==> config.mk <==
export PLATFORM = sky130hd
export DESIGN_NAME = sd_init_top
export DESIGN_NICKNAME = d
export VERILOG_FILES = /design/src/sd_init_pkg.sv /design/src/crc7_serial.sv /design/src/sd_clk_gen.sv /design/src/sd_cmd_tx.sv /design/src/sd_init_seq.sv /design/src/sd_init_top.sv /design/src/sd_resp_rx.sv
export SDC_FILE = /design/constraint.sdc
export NUM_CORES = 1
export LEC_CHECK = 0
export BUFFER_PORTS_ARGS = -buffer_cell sky130_fd_sc_hd__buf_2
export CAP_MARGIN = 5
export CELL_PAD_IN_SITES_DETAIL_PLACEMENT = 1
export CELL_PAD_IN_SITES_GLOBAL_PLACEMENT = 1
export CORE_MARGIN = 5
export CORE_UTILIZATION = 50
export DETAILED_ROUTE_END_ITERATION = 12
export PLACE_DENSITY_LB_ADDON = 0.1
export SYNTH_ARGS = -nofsm -noshare
export SYNTH_HDL_FRONTEND = slang
export SYNTH_SLANG_ARGS = --single-unit
==> constraint.sdc <==
create_clock -name CLK -period 2.9 [get_ports CLK]
set_clock_uncertainty 0.2 [all_clocks]
set_input_delay 0.145 -clock CLK [delete_from_list [all_inputs] [get_ports CLK]]
set_output_delay 0.145 -clock CLK [all_outputs]
set_load 0.1 [all_outputs]
==> src/sd_init_pkg.sv <==
/*
 * Shared widths, frame types and CRC7 generator for SD card bring-up
 * Fixed command frames for CMD0, CMD8, CMD55 and ACMD41
 */
package sd_init_pkg;

    localparam int frame_w    = 48;              // Command and response frame
    localparam int crc_data_w = 40;              // Start, dir, index, argument

    typedef logic [frame_w-1:0] frame_t;
    typedef logic [31:0]        ocr_t;

    // Frame layout {start, dir, index[5:0], arg[31:0], crc[6:0], end}
    // CRC field is left zero and filled in by the sequencer
    localparam frame_t cmd0_frame   = {2'b01, 6'd0,  32'h0000_0000, 7'h00, 1'b1}; // GO_IDLE_STATE
    localparam frame_t cmd8_frame   = {2'b01, 6'd8,  32'h0000_01AA, 7'h00, 1'b1}; // SEND_IF_COND
    localparam frame_t cmd55_frame  = {2'b01, 6'd55, 32'h0000_0000, 7'h00, 1'b1}; // APP_CMD
    localparam frame_t acmd41_frame = {2'b01, 6'd41, 32'h4010_0000, 7'h00, 1'b1}; // HCS, 3.3 V window

    localparam logic [6:0] crc7_poly = 7'h09;    // x^7 + x^3 + 1

    localparam int ready_bit   = 39;             // Busy/ready flag in R3 frame
    localparam int init_clocks = 80;             // Idle clocks before CMD0

endpackage

==> src/crc7_serial.sv <==
/*
 * Bit-serial CRC7 over the leading 40 bits of a command frame
 * One bit per CLK, result valid with crc_done
 */
`timescale 1ns/10ps

module crc7_serial (
    input  logic                CLK,
    input  logic                rst,
    input  logic                crc_start,
    input  sd_init_pkg::frame_t crc_frame,
    output logic                crc_done,
    output logic [6:0]          crc
);

    logic [sd_init_pkg::crc_data_w-1:0] data_sr;  // Bits still to be folded in, MSB first
    logic [5:0]                         bits_left; // Zero when idle

    // One LFSR step, feedback is register MSB xor incoming bit
    function automatic logic [6:0] crc_step(input logic [6:0] c, input logic b);
        logic fb;
        fb = c[6] ^ b;
        return {c[5:0], 1'b0} ^ (fb ? sd_init_pkg::crc7_poly : 7'd0);
    endfunction

    always_ff @(posedge CLK)
    begin
        if (rst)
        begin
            bits_left <= '0;
            crc_done  <= 1'b0;
        end
        else
        begin
            crc_done <= 1'b0;
            if (crc_start)
            begin
                bits_left <= 6'(sd_init_pkg::crc_data_w - 1); // Start bit folded in on load
            end
            else if (bits_left != '0)
            begin
                bits_left <= bits_left - 1'b1;
                crc_done  <= (bits_left == 6'd1); // 40th bit goes in now
            end
        end
    end

    // Payload path
    always_ff @(posedge CLK)
    begin
        if (crc_start)
        begin
            crc     <= crc_step(7'd0, crc_frame[47]);
            data_sr <= {crc_frame[46:8], 1'b0};
        end
        else if (bits_left != '0)
        begin
            crc     <= crc_step(crc, data_sr[sd_init_pkg::crc_data_w-1]);
            data_sr <= data_sr << 1;
        end
    end

endmodule

==> src/sd_clk_gen.sv <==
/*
 * SD clock divider with single-cycle rise and fall strobes
 */
`timescale 1ns/10ps

module sd_clk_gen #(
    parameter int half_div = 60                  // CLK cycles per half period
) (
    input  logic CLK,
    input  logic rst,
    output logic sd_clk,
    output logic sd_rise,
    output logic sd_fall
);

    localparam int cnt_w = $clog2(half_div + 1);

    logic [cnt_w-1:0] div_cnt;                   // Half period counter
    logic             half_end;                  // Last cycle of a half period

    assign half_end = (div_cnt == cnt_w'(half_div - 1));

    always_ff @(posedge CLK)
    begin
        if (rst)
        begin
            div_cnt <= '0;
            sd_clk  <= 1'b0;                     // Card clock idles low
            sd_rise <= 1'b0;
            sd_fall <= 1'b0;
        end
        else
        begin
            sd_rise <= half_end && !sd_clk;      // Aligned with sd_clk going high
            sd_fall <= half_end && sd_clk;       // Aligned with sd_clk going low
            if (half_end)
            begin
                div_cnt <= '0;
                sd_clk  <= ~sd_clk;
            end
            else
                div_cnt <= div_cnt + 1'b1;
        end
    end

endmodule

==> src/sd_cmd_tx.sv <==
/*
 * Command frame transmitter on the CMD line
 * Shifts MSB first on SD clock falls, owns cmd_out and cmd_oe
 */
`timescale 1ns/10ps

module sd_cmd_tx (
    input  logic                CLK,
    input  logic                rst,
    input  logic                sd_rise,
    input  logic                sd_fall,
    input  logic                tx_start,
    input  sd_init_pkg::frame_t tx_frame,
    input  logic                line_release,  // Response window from sequencer
    output logic                cmd_out,
    output logic                cmd_oe,
    output logic                tx_done
);

    sd_init_pkg::frame_t tx_sr;                 // Frame shifter
    logic [5:0]          bits_left;             // Bits not yet on the line
    logic                busy;

    // Card samples bit 0 on this rise
    assign tx_done = busy && sd_rise && (bits_left == '0);

    always_ff @(posedge CLK)
    begin
        if (rst)
        begin
            busy      <= 1'b0;
            bits_left <= '0;
            cmd_out   <= 1'b1;                  // Idle high
            cmd_oe    <= 1'b1;
        end
        else
        begin
            cmd_oe <= !(tx_done || line_release); // Hand CMD to card after last bit
            if (tx_start)
            begin
                busy      <= 1'b1;
                bits_left <= 6'(sd_init_pkg::frame_w);
            end
            else if (busy && sd_fall && bits_left != '0)
            begin
                cmd_out   <= tx_sr[sd_init_pkg::frame_w-1];
                bits_left <= bits_left - 1'b1;
            end
            else if (tx_done)
                busy <= 1'b0;
            if (line_release)
                cmd_out <= 1'b1;                // Back to idle level for next command
        end
    end

    always_ff @(posedge CLK)
    begin
        if (tx_start)
            tx_sr <= tx_frame;
        else if (busy && sd_fall && bits_left != '0)
            tx_sr <= {tx_sr[sd_init_pkg::frame_w-2:0], 1'b1};
    end

endmodule

==> src/sd_init_seq.sv <==
/*
 * Card init sequencer: power-up delay, then CMD0, CMD8 and CMD55/ACMD41 loop
 * Holds init_done and the OCR from the ready ACMD41 response
 */
`timescale 1ns/10ps

module sd_init_seq (
    input  logic                CLK,
    input  logic                rst,
    input  logic                sd_rise,
    input  logic                crc_done,
    input  logic [6:0]          crc,
    input  logic                tx_done,
    input  logic                rx_done,
    input  logic                rx_timeout,
    input  sd_init_pkg::frame_t resp,
    output logic                crc_start,
    output sd_init_pkg::frame_t crc_frame,
    output logic                tx_start,
    output sd_init_pkg::frame_t tx_frame,
    output logic                line_release,
    output logic                rx_start,
    output logic                init_done,
    output sd_init_pkg::ocr_t   ocr
);

    localparam int dly_w = $clog2(sd_init_pkg::init_clocks + 1);

    typedef enum logic [2:0] {s_delay, s_pick, s_crc, s_send, s_listen, s_done} state_t;
    typedef enum logic [1:0] {sel_cmd0, sel_cmd8, sel_cmd55, sel_acmd41} cmd_sel_t;

    state_t              state;
    cmd_sel_t            cmd_sel;               // Command being issued
    logic [dly_w-1:0]    delay_cnt;             // Idle SD clocks so far
    sd_init_pkg::frame_t cur_frame;             // Frame without CRC

    assign crc_frame = cur_frame;

    always_ff @(posedge CLK)
    begin
        if (rst)
        begin
            state        <= s_delay;
            cmd_sel      <= sel_cmd0;
            delay_cnt    <= '0;
            crc_start    <= 1'b0;
            tx_start     <= 1'b0;
            rx_start     <= 1'b0;
            line_release <= 1'b0;
            init_done    <= 1'b0;
            ocr          <= '0;
        end
        else
        begin
            crc_start <= 1'b0;
            tx_start  <= 1'b0;
            rx_start  <= 1'b0;
            case (state)
                s_delay:                        // CMD idles high, clock runs
                begin
                    if (sd_rise)
                    begin
                        if (delay_cnt == dly_w'(sd_init_pkg::init_clocks - 1))
                            state <= s_pick;
                        delay_cnt <= delay_cnt + 1'b1;
                    end
                end
                s_pick:
                begin
                    crc_start <= 1'b1;
                    state     <= s_crc;
                end
                s_crc:
                begin
                    if (crc_done)
                    begin
                        tx_start <= 1'b1;
                        state    <= s_send;
                    end
                end
                s_send:
                begin
                    if (tx_done)
                    begin
                        line_release <= 1'b1;   // Card owns CMD now
                        rx_start     <= 1'b1;
                        state        <= s_listen;
                    end
                end
                s_listen:
                begin
                    if (rx_done || rx_timeout)
                    begin
                        line_release <= 1'b0;
                        state        <= s_pick;
                        case (cmd_sel)
                            sel_cmd0:   cmd_sel <= sel_cmd8;  // CMD0 never answers
                            sel_cmd8:   cmd_sel <= sel_cmd55;
                            sel_cmd55:  cmd_sel <= sel_acmd41;
                            default:    cmd_sel <= sel_cmd55; // Busy or silent, retry
                        endcase
                        if (cmd_sel == sel_acmd41 && rx_done && resp[sd_init_pkg::ready_bit])
                        begin
                            init_done <= 1'b1;
                            ocr       <= resp[39:8];
                            state     <= s_done;
                        end
                    end
                end
                default: state <= s_done;       // Init finished, no more commands
            endcase
        end
    end

    // Frame payload, latched when a command is picked and when its CRC arrives
    always_ff @(posedge CLK)
    begin
        if (state == s_pick)
        begin
            case (cmd_sel)
                sel_cmd0:  cur_frame <= sd_init_pkg::cmd0_frame;
                sel_cmd8:  cur_frame <= sd_init_pkg::cmd8_frame;
                sel_cmd55: cur_frame <= sd_init_pkg::cmd55_frame;
                default:   cur_frame <= sd_init_pkg::acmd41_frame;
            endcase
        end
        if (state == s_crc && crc_done)
            tx_frame <= {cur_frame[47:8], crc, cur_frame[0]};
    end

endmodule

==> src/sd_init_top.sv <==
/*
 * SD bus-mode card init, top level
 * Clock divider, CRC7, CMD transmitter, response receiver, sequencer
 */
`timescale 1ns/10ps

module sd_init_top #(
    parameter int half_div     = 60,
    parameter int resp_timeout = 64
) (
    input  logic              CLK,
    input  logic              rst,
    input  logic              cmd_in,           // From CMD pad input buffer
    output logic              sd_clk,
    output logic              cmd_out,
    output logic              cmd_oe,           // High when host drives CMD
    output logic              init_done,
    output sd_init_pkg::ocr_t ocr
);

    logic                sd_rise;
    logic                sd_fall;
    logic                crc_start;
    logic                crc_done;
    logic [6:0]          crc;
    sd_init_pkg::frame_t crc_frame;
    logic                tx_start;
    logic                tx_done;
    sd_init_pkg::frame_t tx_frame;
    logic                line_release;
    logic                rx_start;
    logic                rx_done;
    logic                rx_timeout;
    sd_init_pkg::frame_t resp;

    sd_clk_gen #(.half_div(half_div)) i_sd_clk_gen (
        .CLK(CLK), .rst(rst), .sd_clk(sd_clk), .sd_rise(sd_rise), .sd_fall(sd_fall)
    );

    crc7_serial i_crc7_serial (
        .CLK(CLK), .rst(rst), .crc_start(crc_start), .crc_frame(crc_frame),
        .crc_done(crc_done), .crc(crc)
    );

    sd_cmd_tx i_sd_cmd_tx (
        .CLK(CLK), .rst(rst), .sd_rise(sd_rise), .sd_fall(sd_fall),
        .tx_start(tx_start), .tx_frame(tx_frame), .line_release(line_release),
        .cmd_out(cmd_out), .cmd_oe(cmd_oe), .tx_done(tx_done)
    );

    sd_resp_rx #(.resp_timeout(resp_timeout)) i_sd_resp_rx (
        .CLK(CLK), .rst(rst), .sd_rise(sd_rise), .rx_start(rx_start), .cmd_in(cmd_in),
        .rx_done(rx_done), .rx_timeout(rx_timeout), .resp(resp)
    );

    sd_init_seq i_sd_init_seq (
        .CLK(CLK), .rst(rst), .sd_rise(sd_rise), .crc_done(crc_done), .crc(crc),
        .tx_done(tx_done), .rx_done(rx_done), .rx_timeout(rx_timeout), .resp(resp),
        .crc_start(crc_start), .crc_frame(crc_frame), .tx_start(tx_start),
        .tx_frame(tx_frame), .line_release(line_release), .rx_start(rx_start),
        .init_done(init_done), .ocr(ocr)
    );

endmodule

==> src/sd_resp_rx.sv <==
/*
 * Response receiver, hunts for start bit with a timeout
 * Captures 48 bits on SD clock rises
 */
`timescale 1ns/10ps

module sd_resp_rx #(
    parameter int resp_timeout = 64             // Rises allowed before start bit
) (
    input  logic                CLK,
    input  logic                rst,
    input  logic                sd_rise,
    input  logic                rx_start,
    input  logic                cmd_in,
    output logic                rx_done,
    output logic                rx_timeout,
    output sd_init_pkg::frame_t resp
);

    localparam int wait_w = $clog2(resp_timeout + 1);

    logic              hunting;                 // Waiting for start bit
    logic              capturing;               // Shifting in frame body
    logic [wait_w-1:0] wait_cnt;
    logic [5:0]        bits_left;               // Body bits still expected

    always_ff @(posedge CLK)
    begin
        if (rst)
        begin
            hunting    <= 1'b0;
            capturing  <= 1'b0;
            wait_cnt   <= '0;
            bits_left  <= '0;
            rx_done    <= 1'b0;
            rx_timeout <= 1'b0;
        end
        else
        begin
            rx_done    <= 1'b0;
            rx_timeout <= 1'b0;
            if (rx_start)
            begin
                hunting  <= 1'b1;
                wait_cnt <= '0;
            end
            else if (hunting && sd_rise)
            begin
                if (!cmd_in)                    // Start bit is frame bit 47
                begin
                    hunting   <= 1'b0;
                    capturing <= 1'b1;
                    bits_left <= 6'(sd_init_pkg::frame_w - 1);
                end
                else if (wait_cnt == wait_w'(resp_timeout - 1))
                begin
                    hunting    <= 1'b0;
                    rx_timeout <= 1'b1;         // No answer in window
                end
                else
                    wait_cnt <= wait_cnt + 1'b1;
            end
            else if (capturing && sd_rise)
            begin
                bits_left <= bits_left - 1'b1;
                if (bits_left == 6'd1)
                begin
                    capturing <= 1'b0;
                    rx_done   <= 1'b1;          // resp complete this cycle
                end
            end
        end
    end

    // Same shift for start bit and body, older content falls out
    always_ff @(posedge CLK)
    begin
        if (sd_rise && ((hunting && !rx_start && !cmd_in) || capturing))
            resp <= {resp[sd_init_pkg::frame_w-2:0], cmd_in};
    end

endmodule

# Word-level counts from Yosys, hierarchy flattened
# Index checks and enable logic that the tools add are counted.
dict set report word_totals {
  output_inout_bits 36
  input_bits 3
  reg_bits 321
  word_cells 168
}
dict set report classes {
  eq_ne 20
  add_sub_neg 6
  n_mux 43
  reduce_logical 54
  bitwise_logic 12
}
# op count
set ops {}
lappend ops {{case mux 46 bit (3 select lines)} 1}
lappend ops {{two-way mux 48 bit} 2}
lappend ops {{two-way mux 40 bit} 2}
lappend ops {{two-way mux 6 bit} 7}
lappend ops {{two-way mux 1 bit} 18}
lappend ops {{two-way mux 3 bit} 6}
lappend ops {{subtractor 6 x 1 -> 6 bit, second input constant} 3}
lappend ops {{case mux 3 bit (5 select lines)} 1}
lappend ops {{adder 7 x 1 -> 7 bit, second input constant} 2}
lappend ops {{logical AND 1 bit} 14}
lappend ops {{two-way mux 7 bit} 2}
lappend ops {{nonzero test 2 bit} 7}
lappend ops {{OR reduction 2 bit} 7}
lappend ops {{equality test 6 x 1 -> 1 bit, second input constant} 2}
lappend ops {{AND reduction 3 bit} 4}
lappend ops {{nonzero test 6 bit} 2}
lappend ops {{inverter 1 bit} 10}
lappend ops {{AND reduction 2 bit} 5}
lappend ops {{two-way mux 4 bit} 2}
lappend ops {{!= test 2 bit, second input constant} 4}
lappend ops {{OR reduction 4 bit} 2}
lappend ops {{equality test 7 x 6 -> 1 bit, second input constant} 1}
lappend ops {{equality test 7 bit, second input constant} 1}
lappend ops {{bitwise XOR 7 bit} 1}
lappend ops {{20 further kinds} 29}

# Depth between registers and ports, before layout
# Gate-level depths: netlist of the first run.
dict set report logic_depth {
  word_depth 6
  ltp_mapped 7
}

# Modules after synthesis
# From an unflattened synthesis of the first run, not the netlist that was laid out.
dict set report hier_totals {
  cells_unflattened 812
  area_unflattened_um2 10557.6
}
# module instances seq_area_each_um2 area_per_inst_um2 cells_per_inst
set by_module_without_submodules {}
lappend by_module_without_submodules {sd_init_seq 1 1491.4 3105.5 337}
lappend by_module_without_submodules {sd_cmd_tx 1 1621.6 2486.1 159}
lappend by_module_without_submodules {sd_resp_rx 1 1781.7 2331.0 142}
lappend by_module_without_submodules {crc7_serial 1 1521.5 2299.7 141}
lappend by_module_without_submodules {sd_clk_gen 1 180.2 335.3 33}

# Worst setup path after synthesis of the first run
# Ideal clock, no wire load.
dict set report synth_path {
  path_type {register to register}
  startpoint {register i_crc7_serial.bits_left[4]}
  endpoint {register i_crc7_serial.crc[0] (enable)}
  required_ps 2021
  arrival_time_ps 1816
  setup_ps 679
  path_slack_ps 204
  path_buffers 0
  stages_incl_launch_ff 3
  path_cell_list {dfxtp_1 -> nor4_1 -> nand3_1}
}
dict set report synth_via {
  elab_chain_len 2
}
# item line_no
set synth_lines {}
lappend synth_lines {{from (decl)} crc7_serial.sv:17} ;# logic [5:0] bits_left;
lappend synth_lines {{from (signal assigned)} crc7_serial.sv:38} ;# bits_left <= 6'(sd_init_pkg::crc_data_w - 1);
lappend synth_lines {{from (signal assigned)} crc7_serial.sv:42} ;# bits_left <= bits_left - 1'b1;
lappend synth_lines {{nonzero test 6 bit} crc7_serial.sv:56} ;# else if (bits_left != '0)
lappend synth_lines {{nonzero test 2 bit (no source line)} n/a}
lappend synth_lines {{to (signal assigned)} crc7_serial.sv:53} ;# crc <= crc_step(7'd0, crc_frame[47]);
lappend synth_lines {{to (signal assigned)} crc7_serial.sv:58} ;# crc <= crc_step(crc, data_sr[sd_init_pkg::crc_data_w-1]);
lappend synth_lines {{to (decl)} crc7_serial.sv:13} ;# output logic [6:0] crc
# Every way passes these cells.
# A chain may end at the register's enable or synchronous reset.

# Final worst setup path of the first run
dict set report layout_path {
  startpoint {register i_sd_cmd_tx.bits_left[0]}
  endpoint {register i_sd_cmd_tx.tx_sr[16] (enable)}
}
dict set report layout_via {
  elab_chain_len 3
}
# item line_no
set layout_lines {}
lappend layout_lines {{from (decl)} sd_cmd_tx.sv:21} ;# logic [5:0] bits_left;
lappend layout_lines {{from (signal assigned)} sd_cmd_tx.sv:42} ;# bits_left <= 6'(sd_init_pkg::frame_w);
lappend layout_lines {{from (signal assigned)} sd_cmd_tx.sv:47} ;# bits_left <= bits_left - 1'b1;
lappend layout_lines {{nonzero test 6 bit} sd_cmd_tx.sv:60} ;# else if (busy && sd_fall && bits_left != '0)
lappend layout_lines {{logical AND 1 bit} sd_cmd_tx.sv:60}
lappend layout_lines {{nonzero test 2 bit (no source line)} n/a}
lappend layout_lines {{to (signal assigned)} sd_cmd_tx.sv:59} ;# tx_sr <= tx_frame;
lappend layout_lines {{to (signal assigned)} sd_cmd_tx.sv:61} ;# tx_sr <= {tx_sr[sd_init_pkg::frame_w-2:0], 1'b1};
lappend layout_lines {{to (decl)} sd_cmd_tx.sv:20} ;# sd_init_pkg::frame_t tx_sr;
# Every way passes these cells.

==> summary.md, run 1 <==
| Metric | Value |
|---|---|
| Status | completed |
| RD Place Congestion | 0.7749 |
| Final critical-path required period | 2150 ps |
| Synth top area share | 49.49% |
| Initial core utilization | 50.50% |
| Post-Synth Adder-Cell Area | 1.384% |
| CTS resizes | 0 |
| Most used DFF post-synth | edfxtp_1 |
| Reg area | 6297 um2 |
| Post-synthesis compound-gate area fraction | 7.239% |
| Buffers on Ports | 38 |
| Max Fclk | 465.1 MHz |
| CP Max Fanout | 47 |
| First-pass GRT wire length | 28530 um |
| Mapped Nets | 736 |
| Routed Antenna Nets | 0 |
| CTS tree | built |
| Lkg Pwr | 3.693 nW |
| WL final | 16910 um |
| DP Wirelength | 10510 um |
| Core Area | 17900 um2 |
| DR WL/cell | 16.69 um |
| Number of global-route vias before repair | 5719 |
| Pins Over Slew Limit | 0 |
| Total gr overflow | 0 |
| IO Count | 39 |
| Async SR Flop Fraction | 0% |
| Setup violations, final | 0 |
| Clock buffer count from CTS | 25 |
| Clk pin slew, worst setup/hold paths | 60 ps |
| # diodes | 0 |
| Post-route clock period utilization | 74.14% |
| GRT Resource Usage Total | 16.79% |
| Avg Cell Area, Syn | 12.50 um2 |
| RSZ-0062 raised after global routing | false |
| Die Area | 20870 um2 |
| Hold-fix buffers, CTS | 2 |
| Area leader, netlist | edfxtp_1 |
| Cells after synthesis | 723 |
| Routed vias | 5315 |
| H-tree depth | 1 |
| Synth top area cells | edfxtp_1, dfxtp_1, nor2b_1 |
| Die width | 144.5 um |
| Clk sinks | 240 |
| Multi-input gate area | 2445 um2 |
| Crit path from | i_sd_cmd_tx.bits_left[0]$_SDFFE_PP0P_ |
| Yosys Warn Count | 0 |
| CTS root buffer | clkbuf_16 |
| VDD IR max | 0.4489 mV |
| Most frequent cells in the layout | edfxtp_1, dfxtp_1, nand2_1 |
| Worst slew pin tran | 843.3 ps |
| CP Capture Type | register |
| Final hold vios | 0 |
| Post-synthesis register bit count | 240 |
| P&R area growth vs syn | 13.12% |
| Mux contribution to synthesized area | 1.453% |
| Cell Rows | 49 |
| PD cells | 794.9 nW/um2 |
| Critical path class | register to register |
| Hold Path Class | input port to register |
| Clock Path Buffers | 3 |
| Post-CTS Setup Bufs | 0 |
| Worst reg2reg startpoint | i_sd_cmd_tx.bits_left[0]$_SDFFE_PP0P_ |
| Pin count of the biggest net entering global routing | 70 |
| Mapped Area | 9040 um2 |
| Clk_lat worst skew | 520 ps |
| Synth unique cells | 57 |
| Drt initial violations | 226 |
| Vias/cell | 5.247 |
| Initial antenna violation count | 0 |
| DRC | 0 |
| Synth Area in Simple Gates | 14.23% |
| FILL cells | 1818 |
| CP Launch Type | register |
| Post-Synth XOR/XNOR Area | 2.519% |
| Sequential area share after synthesis | 69.65% |
| Post-synth EDFFs | 149 |
| WP data required | 2890 ps |
| HP Start | cmd_in |
| Nets | 778 |
| Most common cell after layout, fill and taps aside | edfxtp_1 |
| Largest family of logic cells by synthesized area | simple AND/OR/NAND/NOR gates |
| Slew headroom | 43.66% |
| Share of cells above drive strength 1 | 13.14% |
| Max-cap violations | 0 |
| Critical path arrival | 2140 ps |
| DIE HEIGHT | 144.5 um |
| Setup TNS | 0 ps |
| TritonRoute pass-1 iters | 4 |
| Min Hold Slack | 208.6 ps |
## power by group
part	switching, mW	internal [mW]	total (mW)	leakage [nW]
logic	0.465	0.316	0.781	1.19
registers	0.162	4.21	4.37	2.14
clock network	1.24	1.73	2.97	0.369
total	1.87	6.26	8.13	3.69
## cells by family (layout without fill, tap and decap cells)
family,Yosys count,count (layout)
adders and majority gates,10,10
and+or+nand+nor,255,255
xor gates and xnor gates,26,26
DFF,240,240
AOI/OAI and AO/OA,108,108
buffers and inverters,72,133
muxes,12,12
## critical path: stages (launching register included)
cell and delay (ps):
dfxtp_1 380, inv_1 80, ha_1 210, nand2b_1 220
o21a_1 300, or2_2 180, buf_12 250
## path summary, 6_finish.rpt
kind	slack, ps	end	depth (start not counted)
min reg2reg	230	i_sd_resp_rx.resp[1]$_DFFE_PP_	0
min	210	i_sd_resp_rx.resp[0]$_DFFE_PP_	2
max	750	i_sd_cmd_tx.tx_sr[16]$_DFFE_PP_	6
max reg2reg	750	i_sd_cmd_tx.tx_sr[16]$_DFFE_PP_	6
## cell usage after synthesis (4+ instances only)
| library cell | instances |
|---|---|
| nor2_1 | 43 |
| nor2b_1 | 59 |
| dfxtp_1 | 91 |
| mux2_2 | 9 |
| and2_1 | 5 |
| nor3b_1 | 4 |
| buf_6 | 5 |
| a21oi_1 | 50 |
| a21o_1 | 5 |
| nor3_1 | 12 |
| nand4_1 | 4 |
| ha_1 | 10 |
| xnor2_1 | 9 |
| edfxtp_1 | 149 |
| o21ai_0 | 26 |
| clkbuf_1 | 20 |
| o211ai_1 | 4 |
| inv_1 | 35 |
| and3_1 | 5 |
| or3_1 | 5 |
| nand2_1 | 89 |
| xor2_1 | 17 |
| buf_2 | 6 |
| nand3_1 | 8 |
## metal layers
metal / part of all wire [%] / GRT usage [%]
met5: 0 / 0
met4: 1.8 / 3.780
met3: 3.8 / 3.638
met2: 51 / 29.80
met1: 44 / 21.13
## state kept, by name (all words and copies together), names as in the netlist, 7 cells and up
| register | flops |
|---|---|
| i_sd_cmd_tx.tx_sr | 47 |
| i_sd_resp_rx.resp | 40 |
| i_crc7_serial.data_sr | 38 |
| i_sd_init_seq.ocr | 32 |
| i_sd_init_seq.tx_frame | 12 |
| i_crc7_serial.crc | 7 |
| i_sd_init_seq.delay_cnt | 7 |
| i_sd_resp_rx.wait_cnt | 7 |
## through the flow
step	power [mW]	utilization, %	setup slack (ps)	cell area, um2	instances
final	8.128	57.12	749.9	10230	1013
after global routing	8.546	57.12	581.4	10230	1013
after detailed placement	5.232	52.76	747.0	9445	965
after global placement	5.145	52.76	866.3	9445	965
after floorplan	4.988	-	204.4	9040	723
after CTS	8.250	57.12	740.9	10230	1013
## final cells by class
cell class / count / share of cell area, %
Sequential cell: 240 / 61.58
Multi-Input combinational cell: 411 / 23.91
Clock buffer: 43 / 7.268
Timing Repair Buffer: 50 / 2.912
Tap cell: 229 / 2.802
Inverter: 37 / 1.358
Clock inverter: 3 / 0.1713
Note: power is estimated with default switching activity, not from simulation.
==> run 2, diff against run 1 <==
==> constraint.sdc (replaced) <==
create_clock -name CLK -period 2.05 [get_ports CLK]
set_clock_uncertainty 0.2 [all_clocks]
set_input_delay 0.1025 -clock CLK [delete_from_list [all_inputs] [get_ports CLK]]
set_output_delay 0.1025 -clock CLK [all_outputs]
set_load 0.1 [all_outputs]
==> run 2 against run 1 <==
  * Combinational power rose by 57%
  * Utilization up 1.0 points
  * Fmax is 11% higher
  * Die area is the same
  * Register-to-register slack worse by 640 ps
  * Sequential share of layout area decreased by 1.1 points
  * Clock power grew 42%
  * Highest routed layer unchanged
  * Count of clock-buffer cells in the layout is 9 lower
  * Non-clock buffer count grew 12
  * Total power up 43%
  * Final area up 1.8%
  * Flip-flop and latch count is the same
==> summary.md, run 2 (same netlist as run 1, synthesis figures left out) <==
| Metric | Value |
|---|---|
| Share of cells above drive strength 1 | 15.35% |
| WL final | 17020 um |
| PD cells | 1115 nW/um2 |
| RD Place Congestion | 0.7916 |
| Top flop regs | i_sd_cmd_tx.tx_sr: 47 flops, i_sd_resp_rx.resp: 40 flops, i_crc7_serial.data_sr: 38 flops |
| Routed Antenna Nets | 0 |
| DR WL/cell | 16.62 um |
| Pin count of the biggest net entering global routing | 59 |
| RSZ-0062 raised after global routing | false |
| Crit-path cells | or3_1, o21a_1, or2_4 |
| Most frequent cells in the layout | edfxtp_1, dfxtp_1, nand2_1 |
| CP Max Fanout | 24 |
| GRT Resource Usage Total | 16.99% |
| H-tree depth | 1 |
| Hold Path Class | input port to register |
| Pins Over Slew Limit | 0 |
| Largest stage delay, worst path | 460 ps |
| Core Area | 17900 um2 |
| Slew headroom | 55.14% |
| CP max stage cell | or3_1 |
| Clock buffer count from CTS | 24 |
| Max Fclk | 516.3 MHz |
| CP Launch Type | register |
| Clk pin slew, worst setup/hold paths | 60 ps |
| Total gr overflow | 0 |
| Number of global-route vias before repair | 5882 |
| IO Count | 39 |
| Critical path class | register to register |
| Vias/cell | 5.268 |
| Die width | 144.5 um |
| CTS tree | built |
| Drt initial violations | 279 |
| Nets | 790 |
| Worst slew pin tran | 666.7 ps |
| Die Area | 20870 um2 |
| TritonRoute pass-1 iters | 4 |
| Final hold vios | 0 |
| HP Start | cmd_in |
| Initial core utilization | 50.50% |
| WP data required | 2080 ps |
| Routed vias | 5394 |
| DP Wirelength | 10540 um |
| Post-route clock period utilization | 94.48% |
| Worst reg2reg startpoint | i_sd_cmd_tx.bits_left[3]$_SDFFE_PP0P_ |
| Setup TNS | 0 ps |
| P&R area growth vs syn | 15.20% |
| Min Hold Slack | 168.3 ps |
| Final critical-path required period | 1937 ps |
| VDD IR max | 0.8119 mV |
| Cell Rows | 49 |
| Setup violations, final | 0 |
| Worst Hold Path EP | i_sd_resp_rx.resp[0]$_DFFE_PP_ |
| Worst hold stages | 2 |
| DRC | 0 |
| Flop2flop setup slack | 110 ps |
| FILL cells | 1780 |
| Most flops, register | i_sd_cmd_tx.tx_sr |
| Critical path arrival | 1970 ps |
| Most common cell after layout, fill and taps aside | edfxtp_1 |
| # diodes | 0 |
| Max FFs per register | 47 |
| Clk sinks | 240 |
| Lkg Pwr | 3.778 nW |
| R2R Path End | i_sd_cmd_tx.tx_sr[14]$_SDFFCE_PP0P_ |
| Clk_lat worst skew | 520 ps |
| DIE HEIGHT | 144.5 um |
| CP Capture Type | register |
| Reg2Reg Depth | 3 |
| CTS root buffer | clkbuf_16 |
| Clock Path Buffers | 3 |
| First-pass GRT wire length | 29010 um |
| Buffers on Ports | 38 |
| Status | completed |
| Max-cap violations | 0 |
| Initial antenna violation count | 0 |
[run 2: cell types whose count changed in the layout (fill, tap and decap cells not counted), moves of 2 or more]
cell and delta:
buf_4 +8, clkbuf_8 -2, or2_4 +2, clkbuf_1 -7
buf_12 +4, clkinv_2 +4
[run 2: cell type report]
| cell class | count | area (um2) | share of cell area [%] |
|---|---|---|---|
| inverter | 37 | 138.9 | 1.334 |
| clock buffer | 34 | 689.4 | 6.620 |
| tap | 229 | 286.5 | 2.751 |
| timing repair buffer | 62 | 437.9 | 4.205 |
| sequential | 240 | 6297 | 60.47 |
| multi-input combinational | 412 | 2489 | 23.90 |
| clock inverter | 10 | 75.07 | 0.7209 |
[run 2: how the worst max path moves through the flow]
stage,startpoint,end,cells after the start
floorplan,i_sd_cmd_tx.bits_left[0]$_SDFFE_PP0P_,i_sd_cmd_tx.tx_sr[10]$_SDFFCE_PP0P_,5
global placement,i_sd_cmd_tx.bits_left[0]$_SDFFE_PP0P_,i_sd_cmd_tx.tx_sr[35]$_SDFFCE_PP0P_,5
detailed placement,i_sd_cmd_tx.bits_left[0]$_SDFFE_PP0P_,i_sd_cmd_tx.tx_sr[14]$_SDFFCE_PP0P_,5
CTS,i_sd_cmd_tx.bits_left[0]$_SDFFE_PP0P_,i_sd_init_seq.line_release$_SDFFE_PP0P_,7
global route,i_sd_cmd_tx.bits_left[0]$_SDFFE_PP0P_,i_sd_init_seq.line_release$_SDFFE_PP0P_,7
finish,i_sd_cmd_tx.bits_left[3]$_SDFFE_PP0P_,i_sd_cmd_tx.tx_sr[14]$_SDFFCE_PP0P_,3
[run 2: metal layers]
metal  track usage (%)  vias to the layer above  routed length, um
met3             3.009                       21                628
met2             29.43                       71               8555
met5                 0                        -                  0
li1                  -                     2620                  -
met1             22.00                     2682               7550
met4             4.860                        0                285
[run 2: worst max-delay path, delay by kind of cell (launching register included)]
| kind | cells | cell delay [ps] |
|---|---|---|
| simple gates | 2 | 830 |
| flops | 1 | 360 |
| compound gates | 1 | 260 |
[run 2: repair_timing]
| action | 4_1_cts | 5_1_grt |
|---|---|---|
| endpoints found under the setup margin | 40 | 17 |
| hold buffers | 2 | 0 |
| pin swaps | 0 | 1 |
| hold endpoints to repair | 77 | 0 |
| gates resized for setup | 1 | 2 |
| setup buffers | 0 | 1 |
| cloned | 1 | 0 |
[run 2: stage by stage]
step                power, mW  utilization [%]  instances  setup WS, ps  instance area, um2
finish                  11.61            58.17       1024         113.2               10410
global route            12.20            58.17       1024         4.067               10410
CTS                     11.77            58.05       1023         47.75               10390
detailed placement      7.478            53.62        976         1.933                9599
global placement        7.391            53.62        976         96.13                9599
floorplan               7.067                -        723         7.113                9072
[run 2: report_power, final]
group          switching (mW)  total, mW  internal (mW)
Sequential              0.213       6.16           5.95
Combinational           0.695       1.23          0.531
Clock                    1.76       4.22           2.46
==> run 3, diff against run 2 <==
--- a/config.mk
+++ b/config.mk
@@ -9,6 +9,7 @@
 export CAP_MARGIN = 5
 export CELL_PAD_IN_SITES_DETAIL_PLACEMENT = 1
 export CELL_PAD_IN_SITES_GLOBAL_PLACEMENT = 1
+export CORE_ASPECT_RATIO = 1.2
 export CORE_MARGIN = 5
 export CORE_UTILIZATION = 50
 export DETAILED_ROUTE_END_ITERATION = 12
==> run 3 against run 2 <==
  * Sequential share of layout area is 0.16 points lower
  * Setup slack is essentially flat
  * Flip-flop and latch count unchanged
  * Critical path type unchanged
==> summary.md, run 3 (same netlist as run 1, synthesis figures left out) <==
| Metric | Value |
|---|---|
| TritonRoute pass-1 iters | 4 |
| Crit-path cells | or3_1, o21a_1, or2_4 |
| Initial core utilization | 51.25% |
| VDD IR max | 0.6312 mV |
| PD cells | 1143 nW/um2 |
| Pins Over Slew Limit | 0 |
| Buffers on Ports | 38 |
| Pin count of the biggest net entering global routing | 70 |
| Critical path class | register to register |
| Min Hold Slack | 164.1 ps |
| Final hold vios | 0 |
| CP max stage cell | or3_1 |
| Setup violations, final | 0 |
| Nets | 789 |
| CP Max Fanout | 24 |
| Lkg Pwr | 3.810 nW |
| M1 wire length | 7414 um |
| Routed vias | 5389 |
| DR WL/cell | 17.17 um |
| IO Count | 39 |
| Initial antenna violation count | 0 |
| Most frequent cells in the layout | edfxtp_1, dfxtp_1, nand2_1 |
| Most flops, register | i_sd_cmd_tx.tx_sr |
| # diodes | 0 |
| Logic pwr share | 10.1% |
| H-tree depth | 1 |
| Max FFs per register | 47 |
| Largest stage delay, worst path | 460 ps |
| Number of global-route vias before repair | 5725 |
| Vias/cell | 5.309 |
| Tot Pwr | 11.94 mW |
| DRC | 0 |
| Clock buffer count from CTS | 25 |
| Clk pin slew, worst setup/hold paths | 60 ps |
| Drt initial violations | 275 |
| Met3 wire length | 599 um |
| Routed Antenna Nets | 0 |
| DP Wirelength | 10950 um |
| CP Launch Type | register |
| GRT Resource Usage Total | 17.20% |
| Clk_lat worst skew | 510 ps |
| Most common cell after layout, fill and taps aside | edfxtp_1 |
| CTS tree | built |
| Reg power frac | 51.7% |
| Post-CTS Setup Bufs | 0 |
| Share of cells above drive strength 1 | 15.35% |
| Clk network pwr share | 38.2% |
| Setup TNS | 0 ps |
| Max-cap violations | 0 |
| Switching component of the power | 2.725 mW |
| Slew headroom | 66.90% |
| Net Sw Frac | 22.83% |
| Crit path from | i_sd_cmd_tx.bits_left[3]$_SDFFE_PP0P_ |
| Final cell count without fillers | 1015 |
| P&R area growth vs syn | 15.50% |
| CTS root buffer | clkbuf_16 |
| Total gr overflow | 0 |
| Status | completed |
| Post-route clock period utilization | 94.46% |
| Met2 Wirelength | 9107 um |
| RD Place Congestion | 0.7679 |
| Max Fclk | 516.4 MHz |
| Core Area | 17640 um2 |
| Critical path arrival | 1960 ps |
| RSZ-0062 raised after global routing | false |
| Post-placement cell count | 966 |
| Die width | 132.7 um |
| Reg2Reg Depth | 3 |
| Top flop regs | i_sd_cmd_tx.tx_sr: 47 flops, i_sd_resp_rx.resp: 40 flops, i_crc7_serial.data_sr: 38 flops |
| DR top layer | met4 |
| Final worst setup slack | 113.5 ps |
| Worst reg2reg startpoint | i_sd_cmd_tx.bits_left[3]$_SDFFE_PP0P_ |
| Clock Path Buffers | 3 |
| WL final | 17430 um |
| First-pass GRT wire length | 29520 um |
| Worst slew pin tran | 500.0 ps |
| DIE HEIGHT | 157.3 um |
| Final critical-path required period | 1937 ps |
| HP Start | cmd_in |
| Clk sinks | 240 |
| Die Area | 20880 um2 |
| DP Worst Slack | -10.81 ps |
| Internal power | 9.211 mW |
| Cell Rows | 53 |
| CP Capture Type | register |
| WP data required | 2080 ps |
| Hold Path Class | input port to register |
| Worst hold stages | 2 |
-- run 3: power groups by stage --
stage	Combinational, mW	Clock (mW)	Sequential, mW
2_1_floorplan	0.891	0	6.18
3_3_place_gp	1.12	0	6.23
3_5_place_dp	1.22	0	6.28
4_1_cts	1.23	4.69	6.18
5_1_grt	1.37	4.94	6.23
6_report	1.20	4.56	6.17
-- run 3: final cells by class --
class                      count  area [um2]
clock buffer                  28       679.4
clock inverter                18       160.2
inverter                      37       138.9
sequential                   240        6297
tap                          220       275.3
timing repair buffer          60       410.4
multi-input combinational    412        2480
fill                        1773        7198
-- run 3: final timing paths --
| path | slack, ps | end |
|---|---|---|
| min reg2reg | 220 | i_sd_resp_rx.resp[7]$_DFFE_PP_ |
| max reg2reg | 110 | i_sd_cmd_tx.tx_sr[1]$_SDFFCE_PN1P_ |
| max | 110 | i_sd_cmd_tx.tx_sr[1]$_SDFFCE_PN1P_ |
| min | 160 | i_sd_resp_rx.resp[0]$_DFFE_PP_ |
-- run 3: per-stage QoR --
| stage | utilization (%) | instance area (um2) |
|---|---|---|
| detailed placement | 54.24 | 9568 |
| global route | 59.19 | 10440 |
| finish | 59.19 | 10440 |
| floorplan | - | 9072 |
| global placement | 54.24 | 9568 |
| CTS | 59.16 | 10440 |
-- run 3: critical path, delay by kind of cell, from the launching register on --
family	cells	cell delay, ps
flops	1	350
compound gates	1	260
simple gates	2	840
-- run 3: timing repair --
item | CTS | global route
hold buffers | 2 | 0
hold endpoints to repair | 75 | 0
gates cloned | 1 | 0
resized for setup | 1 | 1
setup endpoints to repair | 47 | 1
-- run 3: routing by layer --
layer	up-vias	global-route usage, %
met5	-	0
met4	0	4.653
met3	30	2.749
met2	68	31.48
met1	2678	21.28
li1	2613	-
